### config.mk
export PLATFORM = sky130hd
export DESIGN_NAME = rom_load_top
export DESIGN_NICKNAME = d
export VERILOG_FILES = /design/src/rom_load_pkg.sv /design/src/load_beat_if.sv /design/src/load_handshake.sv /design/src/rom_region_decode.sv /design/src/sdram_qword_queue.sv /design/src/rom_load_top.sv
export VERILOG_INCLUDE_DIRS = /design/src
export SDC_FILE = /design/constraint.sdc
export NUM_CORES = 1
export LEC_CHECK = 0
export BUFFER_PORTS_ARGS = -buffer_cell sky130_fd_sc_hd__buf_4
export CORE_MARGIN = 2
export CORE_UTILIZATION = 53
export CTS_CLUSTER_DIAMETER = 150
export DETAILED_ROUTE_END_ITERATION = 7
export GPL_TIMING_DRIVEN = 1
export PLACE_DENSITY = 0.8
export REMOVE_ABC_BUFFERS = 1
export SYNTH_ARGS = -nofsm -noshare
export SYNTH_HDL_FRONTEND = slang
export SYNTH_HIERARCHICAL = 1
export SYNTH_SLANG_ARGS = --single-unit
### constraint.sdc
create_clock -name clk_sys -period 5 [get_ports clk_sys]
set_input_delay 0 -clock clk_sys [delete_from_list [all_inputs] [get_ports clk_sys]]
set_output_delay 0 -clock clk_sys [all_outputs]
set_load 0.02 [all_outputs]
### src/rom_load_params.svh
// widths and region codes of the ROM download map; codes assume the 25-bit layout below
`ifndef ROM_LOAD_PARAMS_SVH
`define ROM_LOAD_PARAMS_SVH

// bus widths
`define LOAD_ADDR_W 25
`define SRAM_ADDR_W 17
`define SDRAM_ADDR_W 23
`define ROM_ADDR_W 15
// bytes kept behind the current one
`define ACC_BYTES 7

// main program banks in SRAM, matched on addr[24:16]
`define SRAM_BANK0_CODE 9'h041
`define SRAM_BANK1_CODE 9'h042
`define SRAM_BANK2_CODE 9'h045
`define SRAM_BANK3_CODE 9'h046

// 16-bit on-chip ROMs
`define ROM0_CODE 10'h080
`define ROM7_CODE 9'h047
`define SLAP_CODE 10'h090

// 8-bit sound and alphanumeric ROMs, addr[24:14]
`define SND0_CODE 11'h122
`define SND1_CODE 11'h123
`define SND2_CODE 11'h124
`define ALPHA_CODE 11'h125

// PROMs and EPROM, addr[24:9]
`define COLOR_CODE 16'h24C0
`define REMAP_CODE 16'h24C1
`define EPROM_CODE 16'h24C2

// graphics lives where addr[24:22] is zero
`define GFX_CODE 3'h0

// address bits per ROM
`define ROM0_AW 14
`define ROM7_AW 15
`define SND_AW 14
`define PROM_AW 9

`endif

### src/rom_load_pkg.sv
// shared payload types of the load path; rom_id_e encodings are only meaningful inside this core
`default_nettype none

`include "rom_load_params.svh"

package rom_load_pkg;

	//////////////////////////////////////////////////////////////////////
	// payload types
	//////////////////////////////////////////////////////////////////////

	// one loader byte
	typedef logic [7:0] byte_t;

	// ROM and SRAM word
	typedef logic [15:0] word_t;

	// SDRAM write granule, eight bytes
	typedef logic [63:0] qword_t;

	// loader address, full download map
	typedef logic [`LOAD_ADDR_W-1:0] load_addr_t;

	//////////////////////////////////////////////////////////////////////
	// on-chip ROM targets
	//////////////////////////////////////////////////////////////////////

	// tag carried with rom_we
	typedef enum logic [3:0] {
		ROM_NONE,
		// 16-bit main cpu ROMs
		ROM_MAIN0,
		ROM_MAIN7,
		ROM_SLAP,
		// 8-bit sound ROMs
		ROM_SND0,
		ROM_SND1,
		ROM_SND2,
		// alphanumerics
		ROM_ALPHA,
		// 512-byte PROMs
		ROM_COLOR,
		ROM_REMAP,
		ROM_EPROM
	} rom_id_e;

endpackage

`default_nettype wire

### src/load_beat_if.sv
// one accepted loader byte with its predecessors; beat is a single-cycle strobe on clk_sys
`timescale 1ns/1ps
`default_nettype none

`include "rom_load_params.svh"

interface load_beat_if;

	// strobe, one cycle per accepted byte
	logic beat;
	// address and byte of that beat
	rom_load_pkg::load_addr_t addr;
	rom_load_pkg::byte_t data;
	// earlier bytes, newest in [7:0]
	logic [`ACC_BYTES*8-1:0] history;

	// ingress side
	modport source (
		output beat,
		output addr,
		output data,
		output history
	);

	// decode and SDRAM queue
	modport sink (
		input beat,
		input addr,
		input data,
		input history
	);

endinterface

`default_nettype wire

### src/load_handshake.sv
// four-phase loader slave; one byte per req/ack cycle, loader must wait for ack low before next req
`timescale 1ns/1ps
`default_nettype none

`include "rom_load_params.svh"

module load_handshake (
	input logic clk_sys,
	input logic arst_n,
	input logic load_req,
	input rom_load_pkg::load_addr_t load_addr,
	input rom_load_pkg::byte_t load_data,
	output logic load_ack,
	input logic queue_full,
	load_beat_if.source beat_out
);

	//////////////////////////////////////////////////////////////////////
	// handshake
	//////////////////////////////////////////////////////////////////////

	logic accept;
	logic beat_q;
	rom_load_pkg::load_addr_t addr_q;
	rom_load_pkg::byte_t data_q;
	logic [`ACC_BYTES*8-1:0] acc_q;

	// new request, previous cycle closed, queue has room
	assign accept = load_req & ~load_ack & ~queue_full;

	always_ff @(posedge clk_sys or negedge arst_n) begin
		if (!arst_n) begin
			load_ack <= 1'b0;
			beat_q <= 1'b0;
		end else begin
			beat_q <= accept;
			if (accept) begin
				load_ack <= 1'b1;
			end else if (load_ack && !load_req) begin
				// loader released req, close the cycle
				load_ack <= 1'b0;
			end
		end
	end

	// capture of the accepted byte
	always_ff @(posedge clk_sys) begin
		if (accept) begin
			addr_q <= load_addr;
			data_q <= load_data;
		end
	end

	//////////////////////////////////////////////////////////////////////
	// byte accumulator
	//////////////////////////////////////////////////////////////////////

	// shifted in the beat cycle, so during a beat the
	// accumulator still holds only the bytes before it
	always_ff @(posedge clk_sys or negedge arst_n) begin
		if (!arst_n) begin
			acc_q <= '0;
		end else if (beat_q) begin
			acc_q <= {acc_q[(`ACC_BYTES-1)*8-1:0], data_q};
		end
	end

	// out to the consumers
	assign beat_out.beat = beat_q;
	assign beat_out.addr = addr_q;
	assign beat_out.data = data_q;
	assign beat_out.history = acc_q;

endmodule

`default_nettype wire

### src/rom_region_decode.sv
// region decode for SRAM banks and on-chip ROMs; 16-bit targets write only on odd addresses
`timescale 1ns/1ps
`default_nettype none

`include "rom_load_params.svh"

module rom_region_decode (
	input logic clk_sys,
	input logic arst_n,
	load_beat_if.sink beat_in,
	output logic sram_we,
	output logic [`SRAM_ADDR_W-1:0] sram_addr,
	output rom_load_pkg::word_t sram_wdata,
	output logic rom_we,
	output rom_load_pkg::rom_id_e rom_id,
	output logic [`ROM_ADDR_W-1:0] rom_addr,
	output rom_load_pkg::word_t rom_wdata
);

	localparam int AW = `LOAD_ADDR_W;

	rom_load_pkg::load_addr_t a;
	logic sram_hit;
	logic [1:0] bank;
	rom_load_pkg::rom_id_e id_nxt;
	logic wide_nxt;
	logic [`ROM_ADDR_W-1:0] addr_nxt;
	rom_load_pkg::word_t word_nxt;

	assign a = beat_in.addr;
	// previous byte is the high half
	assign word_nxt = {beat_in.history[7:0], beat_in.data};

	//////////////////////////////////////////////////////////////////////
	// SRAM banks
	//////////////////////////////////////////////////////////////////////

	always_comb begin
		sram_hit = 1'b1;
		bank = 2'd0;
		case (a[AW-1:16])
			`SRAM_BANK0_CODE: bank = 2'd0;
			`SRAM_BANK1_CODE: bank = 2'd1;
			`SRAM_BANK2_CODE: bank = 2'd2;
			`SRAM_BANK3_CODE: bank = 2'd3;
			default: sram_hit = 1'b0;
		endcase
	end

	//////////////////////////////////////////////////////////////////////
	// on-chip ROMs
	//////////////////////////////////////////////////////////////////////

	always_comb begin
		id_nxt = rom_load_pkg::ROM_NONE;
		wide_nxt = 1'b0;
		addr_nxt = '0;
		// word-wide main cpu ROMs
		if (a[AW-1:15] == `ROM0_CODE) begin
			id_nxt = rom_load_pkg::ROM_MAIN0;
			wide_nxt = 1'b1;
			addr_nxt = `ROM_ADDR_W'(a[`ROM0_AW:1]);
		end else if (a[AW-1:16] == `ROM7_CODE) begin
			id_nxt = rom_load_pkg::ROM_MAIN7;
			wide_nxt = 1'b1;
			addr_nxt = `ROM_ADDR_W'(a[`ROM7_AW:1]);
		end else if (a[AW-1:15] == `SLAP_CODE) begin
			id_nxt = rom_load_pkg::ROM_SLAP;
			wide_nxt = 1'b1;
			addr_nxt = `ROM_ADDR_W'(a[`ROM0_AW:1]);
		// byte-wide, 16K each
		end else if (a[AW-1:14] == `SND0_CODE) begin
			id_nxt = rom_load_pkg::ROM_SND0;
			addr_nxt = `ROM_ADDR_W'(a[`SND_AW-1:0]);
		end else if (a[AW-1:14] == `SND1_CODE) begin
			id_nxt = rom_load_pkg::ROM_SND1;
			addr_nxt = `ROM_ADDR_W'(a[`SND_AW-1:0]);
		end else if (a[AW-1:14] == `SND2_CODE) begin
			id_nxt = rom_load_pkg::ROM_SND2;
			addr_nxt = `ROM_ADDR_W'(a[`SND_AW-1:0]);
		end else if (a[AW-1:14] == `ALPHA_CODE) begin
			id_nxt = rom_load_pkg::ROM_ALPHA;
			addr_nxt = `ROM_ADDR_W'(a[`SND_AW-1:0]);
		// 512-byte proms
		end else if (a[AW-1:9] == `COLOR_CODE) begin
			id_nxt = rom_load_pkg::ROM_COLOR;
			addr_nxt = `ROM_ADDR_W'(a[`PROM_AW-1:0]);
		end else if (a[AW-1:9] == `REMAP_CODE) begin
			id_nxt = rom_load_pkg::ROM_REMAP;
			addr_nxt = `ROM_ADDR_W'(a[`PROM_AW-1:0]);
		end else if (a[AW-1:9] == `EPROM_CODE) begin
			id_nxt = rom_load_pkg::ROM_EPROM;
			addr_nxt = `ROM_ADDR_W'(a[`PROM_AW-1:0]);
		end
	end

	//////////////////////////////////////////////////////////////////////
	// write ports, one cycle after beat
	//////////////////////////////////////////////////////////////////////

	always_ff @(posedge clk_sys or negedge arst_n) begin
		if (!arst_n) begin
			sram_we <= 1'b0;
			rom_we <= 1'b0;
		end else begin
			sram_we <= beat_in.beat & sram_hit & a[0];
			rom_we <= beat_in.beat & (id_nxt != rom_load_pkg::ROM_NONE) &
				(~wide_nxt | a[0]);
		end
	end

	// payload follows every beat
	always_ff @(posedge clk_sys) begin
		if (beat_in.beat) begin
			sram_addr <= {bank, a[15:1]};
			sram_wdata <= word_nxt;
			rom_id <= id_nxt;
			rom_addr <= addr_nxt;
			// byte ROMs get a zero upper half
			rom_wdata <= wide_nxt ? word_nxt : {8'h00, beat_in.data};
		end
	end

endmodule

`default_nettype wire

### src/sdram_qword_queue.sv
// single-entry graphics queue; the loader must stall while queue_full is high or a quad-word is lost
`timescale 1ns/1ps
`default_nettype none

`include "rom_load_params.svh"

module sdram_qword_queue (
	input logic clk_sys,
	input logic arst_n,
	load_beat_if.sink beat_in,
	output logic queue_full,
	input logic sdram_ready,
	output logic sdram_we,
	output logic [`SDRAM_ADDR_W-1:0] sdram_addr,
	output rom_load_pkg::qword_t sdram_data
);

	localparam int AW = `LOAD_ADDR_W;

	logic capture;

	//////////////////////////////////////////////////////////////////////
	// capture
	//////////////////////////////////////////////////////////////////////

	// eighth byte of a graphics quad-word
	assign capture = beat_in.beat &
		(beat_in.addr[AW-1:22] == `GFX_CODE) &
		(beat_in.addr[2:0] == 3'b111);

	// oldest byte lands in the top
	always_ff @(posedge clk_sys) begin
		if (capture) begin
			sdram_data <= {beat_in.history, beat_in.data};
			sdram_addr <= {1'b0, beat_in.addr[AW-1:3]};
		end
	end

	//////////////////////////////////////////////////////////////////////
	// issue
	//////////////////////////////////////////////////////////////////////

	// strobe follows ready directly
	// held entry is already on the outputs
	assign sdram_we = queue_full & sdram_ready;

	// full from capture through the write cycle
	always_ff @(posedge clk_sys or negedge arst_n) begin
		if (!arst_n) begin
			queue_full <= 1'b0;
		end else if (capture) begin
			queue_full <= 1'b1;
		end else if (sdram_we) begin
			queue_full <= 1'b0;
		end
	end

endmodule

`default_nettype wire

### src/rom_load_top.sv
// ROM download path on clk_sys; memories sit outside and must take a write in the strobe cycle
`timescale 1ns/1ps
`default_nettype none

`include "rom_load_params.svh"

module rom_load_top (
	input logic clk_sys,
	input logic arst_n,
	// loader, four-phase
	input logic load_req,
	input rom_load_pkg::load_addr_t load_addr,
	input rom_load_pkg::byte_t load_data,
	output logic load_ack,
	// SDRAM write side
	input logic sdram_ready,
	output logic sdram_we,
	output logic [`SDRAM_ADDR_W-1:0] sdram_addr,
	output rom_load_pkg::qword_t sdram_data,
	// main program SRAM
	output logic sram_we,
	output logic [`SRAM_ADDR_W-1:0] sram_addr,
	output rom_load_pkg::word_t sram_wdata,
	// on-chip ROM write port
	output logic rom_we,
	output rom_load_pkg::rom_id_e rom_id,
	output logic [`ROM_ADDR_W-1:0] rom_addr,
	output rom_load_pkg::word_t rom_wdata
);

	// back-pressure from the graphics queue
	logic queue_full;

	// accepted bytes fan out to both consumers
	load_beat_if beat_bus ();

	load_handshake i_load_handshake (
		.clk_sys(clk_sys),
		.arst_n(arst_n),
		.load_req(load_req),
		.load_addr(load_addr),
		.load_data(load_data),
		.load_ack(load_ack),
		.queue_full(queue_full),
		.beat_out(beat_bus.source)
	);

	// SRAM banks and small ROMs
	rom_region_decode i_rom_region_decode (
		.clk_sys(clk_sys),
		.arst_n(arst_n),
		.beat_in(beat_bus.sink),
		.sram_we(sram_we),
		.sram_addr(sram_addr),
		.sram_wdata(sram_wdata),
		.rom_we(rom_we),
		.rom_id(rom_id),
		.rom_addr(rom_addr),
		.rom_wdata(rom_wdata)
	);

	// graphics to SDRAM
	sdram_qword_queue i_sdram_qword_queue (
		.clk_sys(clk_sys),
		.arst_n(arst_n),
		.beat_in(beat_bus.sink),
		.queue_full(queue_full),
		.sdram_ready(sdram_ready),
		.sdram_we(sdram_we),
		.sdram_addr(sdram_addr),
		.sdram_data(sdram_data)
	);

endmodule

`default_nettype wire

==> flow_metrics.py <==
metrics = {
    "routing": {
        "highest_layer": "met4",
        "vias": 4408,
        "routed_wl_um": 16400,
        "met1Wirelength_um": 6590,
        "detail-route-antenna-nets": 0,
        "wl_per_cell_um": 19.1,
        "drtIter0Drc": 263,
        "drt_pass1_iterations": 4,
        "drc_errors": 0,
        "vias_per_cell": 5.14,
        "met3WireLength_um": 1080,
        "wl_met2_um": 8240,
    },
    "place": {
        "io_buffers": 194,
        "gp_routability_congestion": 0.807,
        "hpwl_um": 10100,
        "placed_area_mm2": 0.00996,
    },
    "clock_tree": {
        "clk_latency_ps": 510,
        "cts_tree": "done",
        "clock-root-buffer": "clkbuf_16",
        "h-tree-depth": 1,
        "clock-sinks": 240,
        "clockBufferDepth": 3,
        "cts_setup_buffers": 0,
        "ctsResizeCount": 0,
        "clk_pin_slew_ps": 60,
        "numCtsBuffers": 24,
    },
    "yosys": {
        "ys_async_sr_fraction_pct": 25.4,
        "ys.flop_type": "edfxtp_1",
        "yosysTopAreaCell": "edfxtp_1",
        "yosysMostFrequentCell": "edfxtp_1",
        "avgSynthCellArea_um2": 21.5,
        "yosys-top-cells-count": "179 x edfxtp_1, 61 x dfrtp_1, 40 x mux2_4, 16 x mux2_2, 14 x a22o_1",
        "synth_edf_count": 179,
        "syn_inst": 388,
        "ys_seq_area_share_pct": 82.6,
        "synthDominantCellAreaShare_pct": 64.3,
        "ys_types": 39,
        "synth_area_mm2": 0.00835,
        "ys_warn_count": 6,
        "synth_area_leaders": "edfxtp_1 64%, dfrtp_1 18%, mux2_4 7.2%",
        "synth-seq-cells": 240,
    },
    "global_routing": {
        "antenna_found_initial": 0,
        "grt_max_degree": 70,
        "grt_first_pass_wirelength_um": 24700,
        "track_usage_pct": 19.5,
        "grt_pass1_vias": 4407,
        "grt_overflow": 0,
    },
    "run_status": {
        "status": "finished, final reports clean",
    },
    "critical_path": {
        "required_ps": 5160,
        "arrival_ps": 2850,
        "cp_slowest_stage_delay_ps": 890,
        "cp_max_fo": 58,
        "worstSetupStartpointType": "flip-flop",
        "cp_slowest_cell": "and4_4",
        "endpoint_kind": "flip-flop",
        "cp_cell_sequence": "and4_4 > buf_4",
        "path_class": "reg -> reg",
    },
    "layout": {
        "final_nets": 665,
        "fin_area_mm2": 0.0111,
        "n_antenna_cell": 0,
        "fillers": 924,
        "drive_above_1_share_pct": 46.1,
        "multi_input_area_mm2": 0.00130,
        "ff_latch_area_mm2": 0.00691,
        "syn_to_final_growth_pct": 32.7,
    },
    "sta": {
        "fin_skew_ps": 16.9,
        "fmax_ghz": 0.373,
        "final.setup.tns_ps": 0,
        "rsz0062_at_grt": "no",
        "period_share_pct": 53.7,
        "holdWs_ps": 124,
        "tightest_slew_ps": 1350,
        "slew_viol_final": 0,
        "min_period_ps": 2680,
        "hold_violations": 0,
        "slew-limit-headroom_pct": 10.1,
        "finalSetupViolations": 0,
    },
    "pwr": {
        "power_density_mw_per_mm2": 427,
        "max-vdd-ir-drop_uv": 373,
        "leakage_nw": 4.40,
    },
    "floorplanning": {
        "io_pins": 196,
        "row_count": 45,
        "floorplan.initialDensity_pct": 54.5,
        "die_y_um": 130,
        "core_area_mm2": 0.0153,
        "die_area_mm2": 0.0168,
        "die_x_um": 130,
    },
    "run": {
        "maxCapViolCount": 0,
    },
    "hold_path": {
        "hp-class": "in -> async",
    },
}
==> cell families after synthesis <==
group | after synthesis | synth area share [%]
flip-flops | 240 | 82.6
XOR/XNOR | 2 | 0.210
multiplexers | 56 | 9.35
buffers and inverters | 22 | 1.90
AND/OR/NAND/NOR | 42 | 3.22
other | 1 | 0.0449
AO/OA/AOI/OAI | 25 | 2.65
==> state kept, by name, summed over array words and instances (netlist names) <==
signal / flops
i_load_handshake/beat_out.addr: 25
i_load_handshake/beat_out.beat: 1
i_load_handshake/beat_out.data: 8
i_load_handshake/beat_out.history: 56
i_load_handshake/load_ack: 1
i_rom_region_decode/rom_addr: 15
i_rom_region_decode/rom_id: 4
i_rom_region_decode/rom_wdata: 8
i_rom_region_decode/rom_we: 1
i_rom_region_decode/sram_addr: 17
i_rom_region_decode/sram_wdata: 16
i_rom_region_decode/sram_we: 1
i_sdram_qword_queue/queue_full: 1
i_sdram_qword_queue/sdram_addr: 22
i_sdram_qword_queue/sdram_data: 64
==> final cells by class <==
cell class / count / area share, %
Clock inverter: 16 / 1.16
Sequential cell: 240 / 62.3
Inverter: 3 / 0.102
Timing Repair Buffer: 233 / 16.6
Tap cell: 211 / 2.38
Multi-Input combinational cell: 126 / 11.7
Clock buffer: 28 / 5.74
==> layer usage <==
metal | GRT usage, % | vias to the layer above
met5 | 0 | -
met4 | 6.01 | 0
met3 | 4.21 | 38
met2 | 32.4 | 191
met1 | 26.2 | 2214
li1 | - | 1965
==> cells in the final DEF, fill, tap and decap left out, types with 2 or more instances in the layout <==
master and count:
nor4_1 2, dlygate4sd3_1 36, nor2_1 2, clkinv_1 8, edfxtp_1 179, inv_1 3, a21oi_1 3, nand4b_1 2
nand2_1 8, bufinv_16 2, and2_1 9, xnor2_1 2, nor3_1 4, a22o_1 14, nor2b_1 2, mux2_2 16
mux2_4 40, clkbuf_1 3, clkbuf_16 25, nand3_1 3, buf_4 197, clkinv_2 4, dfrtp_1 60
==> critical path, delay by kind of cell, from the launching register on <==
kind	cells	cell delay, ps
and+or+nand+nor	1	890
buffers and inverters	1	480
DFF	1	880
==> power breakdown <==
part	total, mW	switching [mW]	leakage, nW	internal (mW)
logic	0.421	0.135	1.63	0.286
registers	2.58	0.174	2.39	2.41
clock network	1.73	0.718	0.374	1.01
==> worst paths after layout <==
| kind | start | end | slack, ps | cells past startpoint |
|---|---|---|---|---|
| max in group asynchronous | arst_n | i_load_handshake/beat_out.beat$_DFF_PN0_ | 4260 | 2 |
| worst max register to register | i_load_handshake/beat_out.beat$_DFF_PN0_ | i_sdram_qword_queue/sdram_data[2]$_DFFE_PP_ | 2320 | 2 |
| min in group clk_sys | load_addr[4] | i_load_handshake/beat_out.addr[4]$_DFFE_PP_ | 200 | 2 |
| worst min-delay path | arst_n | i_load_handshake/beat_out.history[48]$_DFFE_PN0P_ | 120 | 2 |
| worst min register to register | i_load_handshake/beat_out.history[55]$_DFFE_PN0P_ | i_sdram_qword_queue/sdram_data[63]$_DFFE_PP_ | 450 | 0 |
| worst max-delay path | i_load_handshake/beat_out.beat$_DFF_PN0_ | i_sdram_qword_queue/sdram_data[2]$_DFFE_PP_ | 2320 | 2 |
==> through the flow <==
stage                     total power [mW]  setup slack (ps)  utilization, %  std cells
final                                 4.73              2320            72.4        857
after CTS                             4.77              2290            72.4        857
after detailed placement              3.02              2340            65.0        777
after global placement                2.97              2390            65.0        777
after global routing                  4.90              2150            72.4        857
after floorplan                       2.86             -1070               -        369
==> what timing repair did <==
action | CTS | global route
hold buffers | 36 | 0
hold endpoints to repair | 96 | 0
setup endpoints to repair | 0 | 0
(Power assumes the default switching activity.)
